**config.mk**
```make
export PLATFORM = sky130hd
export DESIGN_NAME = wb_vec_regs
export DESIGN_NICKNAME = d
export VERILOG_FILES = /design/src/vec_alu_pkg.sv /design/src/wb_vec_regs.sv
export SDC_FILE = /design/constraint.sdc
export NUM_CORES = 1
export LEC_CHECK = 0
export BUFFER_PORTS_ARGS = -buffer_cell sky130_fd_sc_hd__buf_2
export CAP_MARGIN = 20
export CORE_MARGIN = 5
export CORE_UTILIZATION = 52
export DETAILED_ROUTE_END_ITERATION = 12
export HOLD_SLACK_MARGIN = 0.02
export PLACE_DENSITY_LB_ADDON = 0.2
export SLEW_MARGIN = 40
export SYNTH_ARGS = -nofsm -noshare
export SYNTH_HDL_FRONTEND = slang
export SYNTH_SLANG_ARGS = --single-unit
```
**constraint.sdc**
```tcl
create_clock -name clk -period 1.79 [get_ports clk]
set_input_delay 0.0895 -clock clk [delete_from_list [all_inputs] [get_ports clk]]
set_output_delay 0.0895 -clock clk [all_outputs]
set_load 0.03 [all_outputs]
```
**src/vec_alu_pkg.sv**
```systemverilog
package vec_alu_pkg;

	// Operand and result width, lane layout is built around it
	localparam int VEC_W = 64;

	// Default Wishbone word address width
	localparam int WB_ADR_W = 2;

	typedef logic [VEC_W-1:0] vec_t;

	// Lane width select, lane 0 is always the most significant lane
	typedef enum logic [1:0] {
		LW_8  = 2'b00,
		LW_16 = 2'b01,
		LW_32 = 2'b10,
		LW_64 = 2'b11
	} lane_width_e;

	// ALU opcodes
	typedef enum logic [4:0] {
		OP_AND  = 5'd1,
		OP_OR   = 5'd2,
		OP_XOR  = 5'd3,
		OP_NOT  = 5'd4,
		OP_MOV  = 5'd5,
		OP_ADD  = 5'd6,
		OP_SUB  = 5'd7,
		OP_MULE = 5'd8,
		OP_MULO = 5'd9,
		OP_SLL  = 5'd10,
		OP_SRL  = 5'd11,
		OP_SRA  = 5'd12,
		OP_RTTH = 5'd13
	} vec_op_e;

	// Control word, opcode in the upper bits
	typedef struct packed {
		vec_op_e     opcode;
		lane_width_e width;
	} vec_ctrl_t;

	// Wishbone classic request from the host
	typedef struct packed {
		logic                cyc;
		logic                stb;
		logic                we;
		logic [WB_ADR_W-1:0] adr;
		vec_t                dat;
	} wb_req_t;

	// Wishbone classic response to the host
	typedef struct packed {
		logic ack;
		vec_t dat;
	} wb_rsp_t;

	// Word addresses
	localparam logic [WB_ADR_W-1:0] REG_OPA  = 2'd0;
	localparam logic [WB_ADR_W-1:0] REG_OPB  = 2'd1;
	// Write starts an operation, read returns the result
	localparam logic [WB_ADR_W-1:0] REG_CTRL = 2'd2;
	// Bit 0 holds the sticky error flag
	localparam logic [WB_ADR_W-1:0] REG_STAT = 2'd3;

endpackage

```
**src/wb_vec_regs.sv**
```systemverilog
`timescale 1ns/1ps

module wb_vec_regs import vec_alu_pkg::*; #(
	parameter int WB_ADR_W = vec_alu_pkg::WB_ADR_W
) (
	input  logic      clk,
	input  logic      arst_n,
	input  wb_req_t   wb_req,
	output wb_rsp_t   wb_rsp,
	output vec_t      opa,
	output vec_t      opb,
	output vec_ctrl_t ctrl,
	input  vec_t      result,
	input  logic      unsupported
);

	logic [WB_ADR_W-1:0] adr;
	logic                ack;
	logic                req_new;
	logic                wr_en;
	logic                rd_en;
	logic                ctrl_pend;
	logic                err;
	vec_t                opa_q;
	vec_t                opb_q;
	vec_ctrl_t           ctrl_q;
	vec_t                result_q;
	vec_t                rd_dat;

	assign adr = WB_ADR_W'(wb_req.adr);

	// First cycle the slave sees a strobe
	assign req_new = wb_req.cyc & wb_req.stb & ~ack;
	assign wr_en   = req_new & wb_req.we;
	assign rd_en   = req_new & ~wb_req.we;

	// Single-cycle ack, one clock after the strobe is first sampled
	always_ff @(posedge clk or negedge arst_n) begin
		if (!arst_n) begin
			ack <= 1'b0;
		end else begin
			ack <= req_new;
		end
	end

	// Operand and control writes land on the first sampling edge
	always_ff @(posedge clk or negedge arst_n) begin
		if (!arst_n) begin
			opa_q     <= '0;
			opb_q     <= '0;
			ctrl_q    <= vec_ctrl_t'('0);
			ctrl_pend <= 1'b0;
		end else begin
			// High exactly during the ack cycle of a control write
			ctrl_pend <= wr_en && (adr == WB_ADR_W'(REG_CTRL));
			if (wr_en) begin
				case (adr)
					WB_ADR_W'(REG_OPA):  opa_q  <= wb_req.dat;
					WB_ADR_W'(REG_OPB):  opb_q  <= wb_req.dat;
					WB_ADR_W'(REG_CTRL): ctrl_q <= vec_ctrl_t'(wb_req.dat[$bits(vec_ctrl_t)-1:0]);
					default: ;
				endcase
			end
		end
	end

	// Core output settles during the ack cycle
	// Result and error flag are captured at its closing edge
	always_ff @(posedge clk or negedge arst_n) begin
		if (!arst_n) begin
			result_q <= '0;
			err      <= 1'b0;
		end else if (ctrl_pend) begin
			result_q <= result;
			err      <= unsupported;
		end
	end

	// Read data registered so it is valid while ack is high
	always_ff @(posedge clk or negedge arst_n) begin
		if (!arst_n) begin
			rd_dat <= '0;
		end else if (rd_en) begin
			case (adr)
				WB_ADR_W'(REG_OPA):  rd_dat <= opa_q;
				WB_ADR_W'(REG_OPB):  rd_dat <= opb_q;
				// Control address reads back the result
				WB_ADR_W'(REG_CTRL): rd_dat <= result_q;
				WB_ADR_W'(REG_STAT): rd_dat <= {{(VEC_W-1){1'b0}}, err};
				default:             rd_dat <= '0;
			endcase
		end
	end

	assign wb_rsp.ack = ack;
	assign wb_rsp.dat = rd_dat;

	assign opa  = opa_q;
	assign opb  = opb_q;
	assign ctrl = ctrl_q;

endmodule

```
# ---- Word-level counts from Yosys, hierarchy flattened
# Cells that the tools add are included.
dict set report classes {
  eq_ne 3
  n_mux 1
  bitwise 6
  n_reduce_logical 5
}
# op count
set ops {}
lappend ops {{$pmux W64 S4} 1}
lappend ops {{$reduce_and A2 Y1} 3}
lappend ops {{$and A1 B1 Y1} 4}
lappend ops {{$eq A2 B2 Y1 const B} 2}
lappend ops {{$eq A2 B1 Y1 const B} 1}
lappend ops {{$logic_not A2 Y1} 1}
lappend ops {{$not A1 Y1} 2}
lappend ops {{$logic_and A1 B1 Y1} 1}
dict set report word_totals {
  reg_bits 266
  input_bits 136
  out_inout_bits 200
  word_cells 24
}

# ---- Logic depth before layout (Yosys ltp)
# Gate-level depths: netlist of run 1.
dict set report depth {
  ltp_word 4
  depth_mapped 5
  mapped_depth_nobuf 3
}

# ---- Worst setup path after synthesis of run 1
# Ideal clock, no wire load.
dict set report synth_path {
  path_kind {reg2reg}
  from {reg ack}
  to {reg opa_q[0], in the netlist opa[0]}
  setup_ns 0.125
  t_arrival_ns 1.493
  slack_ns 0.172
  stages_incl_launch_ff 6
  path_buffers 2
  synth_period_minus_slack_ns 1.618
  cell_sequence {dfrtp_1 nand4b_1 or3_1 buf_6 buf_12 mux2_4}
}
dict set report synth_via {
  elab_chain_len 4
}
# item line
set synth_rtl {}
lappend synth_rtl {{start: declaration} wb_vec_regs.sv:18} ;# logic ack;
lappend synth_rtl {{start signal: assignment} wb_vec_regs.sv:42} ;# ack <= req_new;
lappend synth_rtl {{$not A1 Y1} wb_vec_regs.sv:33} ;# assign req_new = wb_req.cyc & wb_req.stb & ~ack;
lappend synth_rtl {{$and A1 B1 Y1} wb_vec_regs.sv:33}
lappend synth_rtl {{$and A1 B1 Y1} wb_vec_regs.sv:34} ;# assign wr_en = req_new & wb_req.we;
lappend synth_rtl {{$reduce_and A2 Y1 (no line)} -}
lappend synth_rtl {{end signal: assignment} wb_vec_regs.sv:58} ;# WB_ADR_W'(REG_OPA): opa_q <= wb_req.dat;
lappend synth_rtl {{end: declaration} wb_vec_regs.sv:24} ;# vec_t opa_q;
# No other way between the ends.
# A chain may end at the register's enable or synchronous reset.

# ---- Final worst setup path of run 1
dict set report layout_path {
  from {reg ack}
  to {reg opb_q[53], in the netlist opb[53]}
}
dict set report layout_via {
  elab_chain_len 4
}
# item line
set layout_rtl {}
lappend layout_rtl {{$not A1 Y1} wb_vec_regs.sv:33}
lappend layout_rtl {{$and A1 B1 Y1} wb_vec_regs.sv:33}
lappend layout_rtl {{$and A1 B1 Y1} wb_vec_regs.sv:34}
lappend layout_rtl {{$reduce_and A2 Y1 (no line)} -}
lappend layout_rtl {{end signal: assignment} wb_vec_regs.sv:59} ;# WB_ADR_W'(REG_OPB): opb_q <= wb_req.dat;
lappend layout_rtl {{end: declaration} wb_vec_regs.sv:25} ;# vec_t opb_q;
# No other way between the ends.

==> summary.txt, run 1 <==
Clocking
  • Total CTS buffers: 29
  • Clock transition at the registers of the reported paths: 0.06 ns
  • Bufs on Longest Clock Path: 3
  • Number of buffers inserted to repair setup after CTS: 0
  • CTS H-Tree Depth: 1
  • Clock Latency Late Sink: 0.53 ns
  • CTS tree: done
  • Total clock sinks: roughly 270
  • Root buffer selected by CTS: sky130_fd_sc_hd__clkbuf_16

STA
  • Final setup viols: 0
  • Post-route clock skew: 0.00897 ns
  • Achievable frequency: 0.567 GHz
  • Final-report max-slew violation count: 0
  • Setup repair after global routing missed its margin: yes
  • Normalized max-slew margin: 67.3%
  • Number of failing hold endpoints at the final stage: 0
  • Time the worst path needs with I/O delays and setup: between 1.5 and 2 ns
  • Fin crit share: a little over nine tenths
  • Slew of the pin with the lowest slew margin: 0.490 ns

Detailed routing
  • Post-Route M1 WL: about 13 mm
  • Post-DRT Antenna Nets: 0
  • DR top layer: met4
  • Total met2 wirelength after detailed routing: between 15 and 20 mm
  • Wire length on met3: 2.63 mm
  • Via count: 8448
  • Per-cell routed wire length: roughly 21 um
  • DRC errors left: 0
  • Average vias per placed instance: 5.42
  • Detailed-router iteration count before antenna repair: 4
  • Detailed Route Iter0 Violations: 378
  • DRT Wirelength: 32.9 mm

Cells and area
  • Layout filler cell count: 1434
  • Fin nets: between 1000 and 1500
  • Final cell area excluding filler cells: roughly 0.016 mm^2
  • Multi-input gate area: 0.00432 mm^2
  • Fraction of final layout cells with drive strength greater than 1: 48.2%
  • Area growth from synthesis to final layout: 38.5%
  • Finished Core Util: between 70 and 80%
  • Area used by sequential logic in the layout: 0.00666 mm^2

Worst setup path
  • WS Path Type: reg -> reg
  • Sequence of cells on the critical path: nand4b_1 > nor3b_2 > buf_4 > buf_12 > mux2_2
  • Critical Path Sink Type: register
  • CP max stage delay: 0.37 ns
  • Critical path arrival: 2.17 ns
  • Cell count of the worst reg-to-reg path: 5
  • Setup crit start: ack$_DFF_PN0_
  • Capture instance of the worst register-to-register path: opb[53]$_DFFE_PN0P_
  • Sort of element at the start of the critical path: register
  • Highest fanout seen on the critical path: 18
  • WP data required: 2.20 ns
  • Launch point of the worst reg-to-reg path: ack$_DFF_PN0_
  • Slowest cell on the critical path: sky130_fd_sc_hd__dfrtp_1
  • R2R setup slack: 0.02 ns

Synthesis
  • Synthesized Nets: between 900 and 1000
  • Number of warnings printed during yosys synthesis: 0
  • Gate Count Post-Synth: 786
  • Post-synthesis sequential element count: 266
  • Combined area of all synthesized cells: 0.0113 mm^2
  • Sequential-to-total area share from yosys stat: 58.7%
  • Count of different cell masters after synthesis: 21
  • Avg Cell Area, Syn: approximately 14 um^2

GRT
  • Overflow left after global routing: 0
  • Wire length of the first global-routing pass: 50.8 mm
  • Number of antenna violations at the first check in global routing: 3
  • Maximum number of pins on one net before global-route repair: 56
  • Global routing usage summed across all routing layers: 25.9%
  • Number of global-route vias before repair: 9079

Floorplanning
  • Die area: 0.0249 mm^2
  • Initial Utilization: 52.4%
  • Core area: 0.0216 mm^2
  • Row count: between 50 and 60
  • Vertical die dimension: approximately 160 um
  • Number of I/O pins: 336
  • Die width: about 160 um

Placement
  • Post-placement cell area: 0.0134 mm^2
  • Number of I/O port buffers: 335
  • Final estimated routing congestion in global placement: 0.833
  • Detailed placement HPWL: 20.6 mm

Run status
  • Run status: finished clean

Power and ir drop
  • Static Leak: approximately 0.0078 uW
  • Power density over the cells: 1330 mW/mm^2
  • Maximum VDD drop: 0.000961 V

Job
  • Number of max-cap violations: 0

Min path
  • Worst min-delay path class: in -> async
## cell type report
| class | instances | area share (%) |
|---|---|---|
| clock buffer | 46 | 5.60 |
| tap | 280 | 2.23 |
| timing repair buffer | 495 | 21.7 |
| sequential | 266 | 42.4 |
| clock inverter | 6 | 0.510 |
| antenna | 3 | 0.0478 |
| multi-input combinational | 462 | 27.5 |
## sequential cells by signal, summed over array words and instances (netlist names)
name and count:
ack 1, ctrl 7, ctrl_pend 1, err 1, opa 64, opb 64
rd_dat 64, result_q 64
## worst max-delay path by stage
stage / end / depth (start not counted)
floorplan: opa[0]$_DFFE_PN0P_ / 5
global placement: opb[43]$_DFFE_PN0P_ / 4
detailed placement: opb[54]$_DFFE_PN0P_ / 4
CTS: opb[51]$_DFFE_PN0P_ / 4
global route: opb[53]$_DFFE_PN0P_ / 5
finish: opb[53]$_DFFE_PN0P_ / 5
## critical path, delay by kind of cell, from the launching register on
kind / cells / cell delay [ns]
and+or+nand+nor: 2 / 0.51
DFF: 1 / 0.37
muxes: 1 / 0.36
buffers and inverters: 2 / 0.40
## metrics by stage
| stage | power (uW) | hold slack, ns | setup slack [ns] | setup TNS [ns] | instances |
|---|---|---|---|---|---|
| floorplan | 12600 | -0.206 | 0.172 | 0 | 786 |
| global placement | 14600 | 0.0562 | 0.0602 | 0 | 1370 |
| detailed placement | 14800 | 0.0568 | 0.0270 | 0 | 1370 |
| CTS | 21000 | 0.0890 | 0.000648 | 0 | 1554 |
| global route | 21900 | 0.102 | -0.00981 | -0.0358 | 1558 |
| finish | 20900 | 0.0953 | 0.0249 | 0 | 1558 |
## synthesized netlist by cell type
master,number,area [um^2]
sky130_fd_sc_hd__and2b_2,1,8.76
sky130_fd_sc_hd__nor3b_1,1,7.51
sky130_fd_sc_hd__dfrtp_1,266,6660
sky130_fd_sc_hd__buf_4,7,52.6
sky130_fd_sc_hd__buf_12,6,120
sky130_fd_sc_hd__mux2i_1,63,631
sky130_fd_sc_hd__and4bb_2,1,12.5
sky130_fd_sc_hd__clkbuf_1,11,41.3
sky130_fd_sc_hd__a2bb2oi_1,63,552
sky130_fd_sc_hd__a21oi_1,63,315
sky130_fd_sc_hd__buf_1,12,45.0
sky130_fd_sc_hd__buf_6,1,11.3
sky130_fd_sc_hd__buf_2,21,105
sky130_fd_sc_hd__mux4_2,1,22.5
sky130_fd_sc_hd__nor2_1,64,240
sky130_fd_sc_hd__nand4b_1,1,8.76
sky130_fd_sc_hd__or3_1,1,6.26
sky130_fd_sc_hd__mux2_4,60,901
sky130_fd_sc_hd__nor2b_1,1,6.26
sky130_fd_sc_hd__nand2_1,1,3.75
sky130_fd_sc_hd__mux2_2,141,1590
## per-layer routing
layer  up-vias  track usage (%)
li1       3766                -
met1      4260             33.7
met2       357             43.5
met3        65             6.15
met4         0             7.95
met5         -                0
## logic make-up after synthesis
group	count (synthesis)	share of synthesized area, %
flops	266	58.7
mux	265	27.7
compound gates	126	7.65
simple gates	71	2.59
buf+inv	58	3.31
## layout by cell type (no fill, tap or decap), types with 2 or more instances in the layout
cell type / Yosys / layout
sky130_fd_sc_hd__buf_2: 21 / 333
sky130_fd_sc_hd__clkbuf_1: 11 / 8
sky130_fd_sc_hd__clkbuf_16: 0 / 30
sky130_fd_sc_hd__mux2_4: 60 / 60
sky130_fd_sc_hd__bufinv_16: 0 / 2
sky130_fd_sc_hd__dfrtp_1: 266 / 265
sky130_fd_sc_hd__mux2_2: 141 / 141
sky130_fd_sc_hd__nor2_1: 64 / 64
sky130_fd_sc_hd__a2bb2oi_1: 63 / 63
sky130_fd_sc_hd__a21oi_1: 63 / 63
sky130_fd_sc_hd__diode_2: 0 / 3
sky130_fd_sc_hd__buf_12: 6 / 13
sky130_fd_sc_hd__buf_4: 7 / 14
sky130_fd_sc_hd__dlygate4sd3_1: 0 / 132
sky130_fd_sc_hd__clkbuf_8: 0 / 9
sky130_fd_sc_hd__clkinv_2: 0 / 4
sky130_fd_sc_hd__mux2i_1: 63 / 63
## where the power goes
| group | leakage [uW] | total [uW] | internal, uW | switching [uW] |
|---|---|---|---|---|
| Combinational | 0.00409 | 6490 | 2640 | 3840 |
| Clock | 0.000475 | 5960 | 3620 | 2340 |
| Sequential | 0.00324 | 8470 | 7450 | 1020 |
## what timing repair did
item / 4_1_cts / 5_1_grt
resized for setup: 0 / 1
hold buffers: 132 / 0
hold endpoints to repair: 467 / 0
setup endpoints to repair: 0 / 25
Power figures use the tool's default switching activity.
==> run 2, diff against run 1 <==
--- a/config.mk
+++ b/config.mk
@@ -10,3 +10,4 @@
 export CORE_MARGIN = 5
-export CORE_UTILIZATION = 52
+export CORE_UTILIZATION = 54
+export CTS_BUF_LIST = sky130_fd_sc_hd__clkbuf_8
 export DETAILED_ROUTE_END_ITERATION = 12
--- a/constraint.sdc
+++ b/constraint.sdc
@@ -3,2 +3,2 @@
 set_output_delay 0.0895 -clock clk [all_outputs]
-set_load 0.03 [all_outputs]
+set_load 0.005 [all_outputs]
==> run 2 against run 1 <==
Net effect:
- worst hold slack barely moved
- power shrank 14%
- largest cell class unchanged
- global-route usage grew 0.38 points
- via count rose by 0.67%
- maximum frequency up 4.0%
- largest power group unchanged
- sequential power hardly changed
- final cell count is 2.2% higher
- final area is 0.18% higher
==> summary.txt, run 2 (synthesis gave the netlist of run 1 again) <==
Run status
  • Run status: finished clean

GRT
  • Overflow left after global routing: 0 (unchanged)
  • Wire length of the first global-routing pass: 50.1 mm (-1.4%)
  • Number of antenna violations at the first check in global routing: 3 (unchanged)
  • Maximum number of pins on one net before global-route repair: 70 (+25%)
  • Global routing usage summed across all routing layers: 26.3% (+0.38 points)
  • Number of global-route vias before repair: 9150 (+0.78%)

Worst setup path
  • R2R setup slack: 0.09 ns (+0.07 ns)
  • Sequence of cells on the critical path: nand4b_1 > nor3b_2 > buf_4 > buf_12 > mux2_2
  • Family with the most delay on the worst path: simple AND/OR/NAND/NOR gates
  • Slowest cell on the critical path: sky130_fd_sc_hd__dfrtp_1
  • Worst path bufs/invs: 2 (unchanged)
  • WP data required: 2.20 ns (about the same)
  • Critical path arrival: 2.11 ns (-0.06 ns)
  • Capture instance of the worst register-to-register path: opb[53]$_DFFE_PN0P_
  • Launch point of the worst reg-to-reg path: ack$_DFF_PN0_
  • Highest fanout seen on the critical path: 23 (+5)
  • Critical Path Sink Type: register
  • Sort of element at the start of the critical path: register
  • Cell count of the worst reg-to-reg path: 5 (unchanged)
  • CP max stage delay: 0.37 ns (about the same)
  • WS Path Type: reg -> reg

Cells and area
  • Most used cells in the layout excluding fill and tap cells: sky130_fd_sc_hd__buf_2 (333), sky130_fd_sc_hd__dfrtp_1 (265), sky130_fd_sc_hd__mux2_2 (141)
  • Final cell area excluding filler cells: 0.0157 mm^2 (+0.18%)
  • Fraction of final layout cells with drive strength greater than 1: 49.2% (+1.0 points)
  • Most common cell after layout, fill and taps aside: sky130_fd_sc_hd__buf_2
  • Area growth from synthesis to final layout: 38.8%
  • Fin nets: 1414 (+1.7%)
  • Count of placed standard cells in the final layout, fillers left out: 1592 (+2.2%)
  • Layout filler cell count: 1322 (-7.8%)

Job
  • Number of max-cap violations: 0 (unchanged)

Min path
  • Hold Startpoint: wb_req[66]
  • Worst min-delay path class: in -> reg
  • Hold Crit Depth: 3
  • Endpoint of the worst hold-timing path: rd_dat[37]$_DFFE_PN0P_

Clocking
  • Total clock sinks: 266 (unchanged)
  • Total CTS buffers: 45 (+55%)
  • CTS tree: done
  • Bufs on Longest Clock Path: 3 (unchanged)
  • Clock transition at the registers of the reported paths: 0.06 ns (about the same)
  • Root buffer selected by CTS: sky130_fd_sc_hd__clkbuf_8
  • CTS H-Tree Depth: 2 (+1)
  • Clock Latency Late Sink: 0.54 ns (about the same)

STA
  • Number of failing hold endpoints at the final stage: 0 (unchanged)
  • Final-report max-slew violation count: 0 (unchanged)
  • Post-route clock skew: 0.0140 ns (+0.00499 ns)
  • Final setup viols: 0 (unchanged)
  • Fin crit share: 94.8% (-3.8 points)
  • Time the worst path needs with I/O delays and setup: 1.70 ns (-0.0677 ns)
  • Achievable frequency: 0.589 GHz (+4.0%)
  • Crit path setup slack, layout: 0.0926 ns (+0.0677 ns)
  • Slew of the pin with the lowest slew margin: 0.559 ns (+0.0691 ns)
  • Normalized max-slew margin: 62.7% (-4.6 points)

Detailed routing
  • Average vias per placed instance: 5.34 (-1.5%)
  • Detailed Route Iter0 Violations: 325 (-14%)
  • Detailed-router iteration count before antenna repair: 5 (+1)
  • Via count: 8505 (+0.67%)
  • DRC errors left: 0 (unchanged)
  • Per-cell routed wire length: 20.2 um (-4.1%)
  • DRT Wirelength: 32.2 mm (-2.0%)
  • Post-DRT Antenna Nets: 0 (unchanged)

Power and ir drop
  • Power density over the cells: 1150 mW/mm^2 (-14%)
  • Static Leak: 0.00790 uW (+1.1%)
  • Maximum VDD drop: 0.000735 V (-23%)

Placement
  • Number of I/O port buffers: 335 (unchanged)
  • Post-placement cell area: 0.0134 mm^2 (+0.33%)
  • Final estimated routing congestion in global placement: 0.814 (-2.4%)
  • Post-placement worst setup slack: 0.00646 ns (-0.0205 ns)
  • Detailed placement HPWL: 20.6 mm (about the same)
  • Total instance count after detailed placement: 1370 (unchanged)

Floorplanning
  • Initial Utilization: 54.4% (+2.0 points)
  • Die area: 0.0240 mm^2 (-3.5%)
  • Row count: 53 (-1.9%)
  • Core area: 0.0208 mm^2 (-3.7%)
  • Vertical die dimension: 155 um (-1.8%)
  • Die width: 155 um (-1.8%)
  • Number of I/O pins: 336 (unchanged)
==> run 2: cell types whose count changed in the layout (fill, tap and decap cells not counted), sizes merged <==
| cell | delta |
|---|---|
| buf | +7 |
| diode | +2 |
| clkinv | +4 |
| clkinvlp | +3 |
| inv | +14 |
| clkbuf | +11 |
| bufinv | -2 |
==> run 2: worst reg2reg max path, stage by stage (launching register included) <==
cell	delay, ns
sky130_fd_sc_hd__dfrtp_1	0.37
sky130_fd_sc_hd__nand4b_1	0.23
sky130_fd_sc_hd__nor3b_2	0.25
sky130_fd_sc_hd__buf_4	0.16
sky130_fd_sc_hd__buf_12	0.18
sky130_fd_sc_hd__mux2_2	0.38
==> run 2: what timing repair did <==
item	4_1_cts	5_1_grt
setup buffers	0	2
gates resized for setup	0	4
endpoints found under the setup margin	0	75
hold buffers	132	0
endpoints found under the hold margin	458	0
==> run 2: layout make-up <==
type	instances	area [um^2]	share of cell area (%)
Sequential cell	266	6660	42.3
Multi-Input combinational cell	462	4320	27.5
Timing Repair Buffer	503	3510	22.3
Clock buffer	56	771	4.90
Tap cell	275	344	2.19
Clock inverter	25	115	0.732
Antenna cell	5	12.5	0.0795
==> run 2: worst max path at each step <==
stage / startpoint / to / cells after the start
finish: ack$_DFF_PN0_ / opb[53]$_DFFE_PN0P_ / 5
global route: ack$_DFF_PN0_ / opb[29]$_DFFE_PN0P_ / 5
CTS: ack$_DFF_PN0_ / opb[54]$_DFFE_PN0P_ / 4
detailed placement: ack$_DFF_PN0_ / opb[54]$_DFFE_PN0P_ / 4
global placement: ack$_DFF_PN0_ / opb[43]$_DFFE_PN0P_ / 4
floorplan: ack$_DFF_PN0_ / opa[0]$_DFFE_PN0P_ / 5
==> run 2: routing by layer <==
layer | vias up | routed length, um | GRT usage [%]
met1 | 4270 | 13000 | 32.9
met5 | - | 0 | 0
met4 | 0 | 1080 | 10.5
met2 | 329 | 15900 | 43.9
li1 | 3832 | - | -
met3 | 74 | 2280 | 6.93
==> run 2: power breakdown <==
| part | leakage (uW) | internal (uW) | total, uW | switching, uW |
|---|---|---|---|---|
| Sequential | 0.00324 | 7450 | 8450 | 999 |
| Clock | 0.000509 | 2830 | 5230 | 2410 |
| Combinational | 0.00415 | 2620 | 4390 | 1760 |
==> run 2: metrics by stage <==
step | utilization, % | TNS (ns) | hold WS, ns | power, uW
floorplan | - | 0 | -0.206 | 10500
global route | 75.5 | -0.0280 | 0.0951 | 19100
CTS | 75.1 | 0 | 0.0647 | 18200
detailed placement | 64.5 | 0 | 0.103 | 12600
global placement | 64.5 | 0 | 0.102 | 12500
finish | 75.5 | 0 | 0.0950 | 18100
==> run 3, diff against run 2 <==
- CELL_PAD_IN_SITES_DETAIL_PLACEMENT: unset -> 1
- CELL_PAD_IN_SITES_GLOBAL_PLACEMENT: unset -> 2
- CORE_UTILIZATION: 54 -> 36
- RECOVER_POWER: unset -> 50
==> run 3 against run 2 <==
Net effect:
- non-clock buffer count fell by 4
- worst hold slack improved by 0.0017 ns
- sequential share of layout area fell by 0.58 points
- die area rose by 46%
- power rose by 3.0%
- flip-flop and latch count did not move
- setup slack got worse by 0.087 ns
- global-route usage fell by 6.1 points
- maximum frequency fell by 4.9%
- largest power group unchanged
- highest routed layer unchanged
==> summary.txt, run 3 (synthesis gave the netlist of run 1 again) <==
Run status
  • Run status: finished clean

Worst setup path
  • Sequence of cells on the critical path: nand4b_1 > or3_4 > buf_12 > mux2_4
  • CP max stage delay: 0.47 ns (+0.10 ns)
  • Slowest cell on the critical path: sky130_fd_sc_hd__or3_4
  • Highest fanout seen on the critical path: 25 (+8.7%)
  • WS Path Type: reg -> reg
  • Critical Path Sink Type: register
  • WP data required: 2.21 ns (about the same)
  • R2R setup slack: 0.006 ns (-0.09 ns)
  • Launch point of the worst reg-to-reg path: ack$_DFF_PN0_
  • Capture instance of the worst register-to-register path: opa[36]$_DFFE_PN0P_
  • Sort of element at the start of the critical path: register
  • Critical path arrival: 2.21 ns (+0.10 ns)
  • Cell count of the worst reg-to-reg path: 4 (-1)

Clocking
  • Clock Latency Late Sink: 0.55 ns (about the same)
  • Total clock sinks: 266 (unchanged)
  • Clock transition at the registers of the reported paths: 0.06 ns (about the same)
  • Bufs on Longest Clock Path: 3 (unchanged)
  • Total CTS buffers: 48 (+6.7%)
  • CTS H-Tree Depth: 2 (unchanged)
  • Root buffer selected by CTS: sky130_fd_sc_hd__clkbuf_8
  • CTS tree: done

Placement
  • Final estimated routing congestion in global placement: 0.745 (-8.5%)
  • Number of I/O port buffers: 335 (unchanged)
  • Detailed placement HPWL: 22.6 mm (+9.5%)
  • Post-placement worst setup slack: -0.0368 ns (-0.0433 ns)

Detailed routing
  • Detailed-router iteration count before antenna repair: 4 (-1)
  • Per-cell routed wire length: 21.4 um (+5.5%)
  • Post-DRT Antenna Nets: 0 (unchanged)
  • DRC errors left: 0 (unchanged)
  • Average vias per placed instance: 4.94 (-7.6%)
  • DRT Wirelength: 36.6 mm (+14%)
  • Via count: 8475 (-0.35%)
  • Detailed Route Iter0 Violations: 269 (-17%)

STA
  • Time the worst path needs with I/O delays and setup: 1.78 ns (+0.0868 ns)
  • Number of failing hold endpoints at the final stage: 0 (unchanged)
  • Crit path setup slack, layout: 0.00584 ns (-0.0868 ns)
  • Setup repair after global routing missed its margin: yes
  • Post-route clock skew: 0.0111 ns (-0.00284 ns)
  • Achievable frequency: 0.560 GHz (-4.9%)
  • TNS Setup: 0 ns (unchanged)
  • Slew of the pin with the lowest slew margin: 0.838 ns (+0.279 ns)
  • Final-report max-slew violation count: 0 (unchanged)
  • Fin crit share: 99.7% (+4.8 points)
  • Final setup viols: 0 (unchanged)
  • Normalized max-slew margin: 44.2% (-19 points)

GRT
  • Number of global-route vias before repair: 9486 (+3.7%)
  • Wire length of the first global-routing pass: 56.7 mm (+13%)
  • Maximum number of pins on one net before global-route repair: 70 (unchanged)
  • Global routing usage summed across all routing layers: 20.2% (-6.1 points)
  • Number of antenna violations at the first check in global routing: 2 (-1)
  • Overflow left after global routing: 0 (unchanged)

Cells and area
  • Finished Core Util: 51.0% (-25 points)
  • Most used cells in the layout excluding fill and tap cells: sky130_fd_sc_hd__buf_2 (320), sky130_fd_sc_hd__dfrtp_1 (265), sky130_fd_sc_hd__dlygate4sd3_1 (133)
  • Area growth from synthesis to final layout: 40.8%
  • Fin nets: 1413 (-0.071%)
  • Most common cell after layout, fill and taps aside: sky130_fd_sc_hd__buf_2
  • Fraction of final layout cells with drive strength greater than 1: 47.9% (-1.3 points)

Floorplanning
  • Die width: 187 um (+21%)
  • Core area: 0.0313 mm^2 (+50%)
  • Die area: 0.0351 mm^2 (+46%)
  • Initial Utilization: 36.2% (-18 points)
  • Vertical die dimension: 187 um (+21%)
  • Number of I/O pins: 336 (unchanged)
  • Row count: 65 (+23%)

Min path
  • Hold Startpoint: wb_req[66]
  • Worst min-delay path class: in -> reg
  • Endpoint of the worst hold-timing path: rd_dat[41]$_DFFE_PN0P_
  • Hold Crit Depth: 3 (unchanged)

Power and ir drop
  • Power density over the cells: 1170 mW/mm^2 (+1.5%)
  • Static Leak: 0.00792 uW (+0.26%)
  • Maximum VDD drop: 0.000566 V (-23%)

Job
  • Number of max-cap violations: 0 (unchanged)
## run 3: cell types whose count changed in the layout (fill, tap and decap cells not counted), moves of 9 or more
cell	delta
sky130_fd_sc_hd__mux2_2	-9
sky130_fd_sc_hd__clkbuf_1	+15
sky130_fd_sc_hd__buf_2	-13
sky130_fd_sc_hd__clkbuf_8	+10
sky130_fd_sc_hd__mux2_4	+9
sky130_fd_sc_hd__buf_4	-11
## run 3: where the power goes
part / switching (uW) / total (uW) / internal, uW
registers: 1010 / 8460 / 7450
clock network: 2520 / 5770 / 3260
logic: 1760 / 4370 / 2610
total: 5280 / 18600 / 13300
## run 3: stage by stage
stage               hold slack, ns  cell area, um^2  std cells  power (uW)
floorplan                   -0.206            11300        786       10500
global placement            0.0161            13500       1489       12600
detailed placement         0.00987            13500       1489       12700
CTS                         0.0577            16000       1711       18900
global route                0.0670            16000       1716       19700
finish                      0.0967            16000       1716       18600
## run 3: worst max-delay path by stage
stage / from / endpoint / cells past startpoint
floorplan: ack$_DFF_PN0_ / opa[0]$_DFFE_PN0P_ / 5
detailed placement: ack$_DFF_PN0_ / opb[59]$_DFFE_PN0P_ / 4
CTS: ack$_DFF_PN0_ / opb[59]$_DFFE_PN0P_ / 5
global route: ack$_DFF_PN0_ / opb[59]$_DFFE_PN0P_ / 5
global placement: ack$_DFF_PN0_ / opb[40]$_DFFE_PN0P_ / 4
finish: ack$_DFF_PN0_ / opa[36]$_DFFE_PN0P_ / 4
## run 3: layer usage
metal,vias to the layer above,track usage [%],share of wire [%]
met5,-,0,0
met4,0,5.70,2.0
met3,53,5.67,6.5
met2,255,33.4,48
met1,4337,26.3,44
li1,3830,-,-
## run 3: layout make-up
cell class	instances	area (um^2)
Sequential cell	266	6660
Timing Repair Buffer	499	3440
Clock inverter	19	80.1
Clock buffer	66	908
Fill cell	3265	15400
Tap cell	402	503
Multi-Input combinational cell	462	4360
Antenna cell	2	5.00
## run 3: what timing repair did
action	in CTS	in global routing
gates cloned	2	2
hold endpoints to repair	467	0
setup buffers	1	1
hold buffers	134	0
pin swaps	0	1
resized for setup	2	10
endpoints found under the setup margin	52	79
## run 3: worst max-delay path, delay by kind of cell (launching register included)
| kind | cells | cell delay [ns] |
|---|---|---|
| and+or+nand+nor | 2 | 0.72 |
| DFF | 1 | 0.37 |
| muxes | 1 | 0.32 |
| buffers and inverters | 1 | 0.23 |
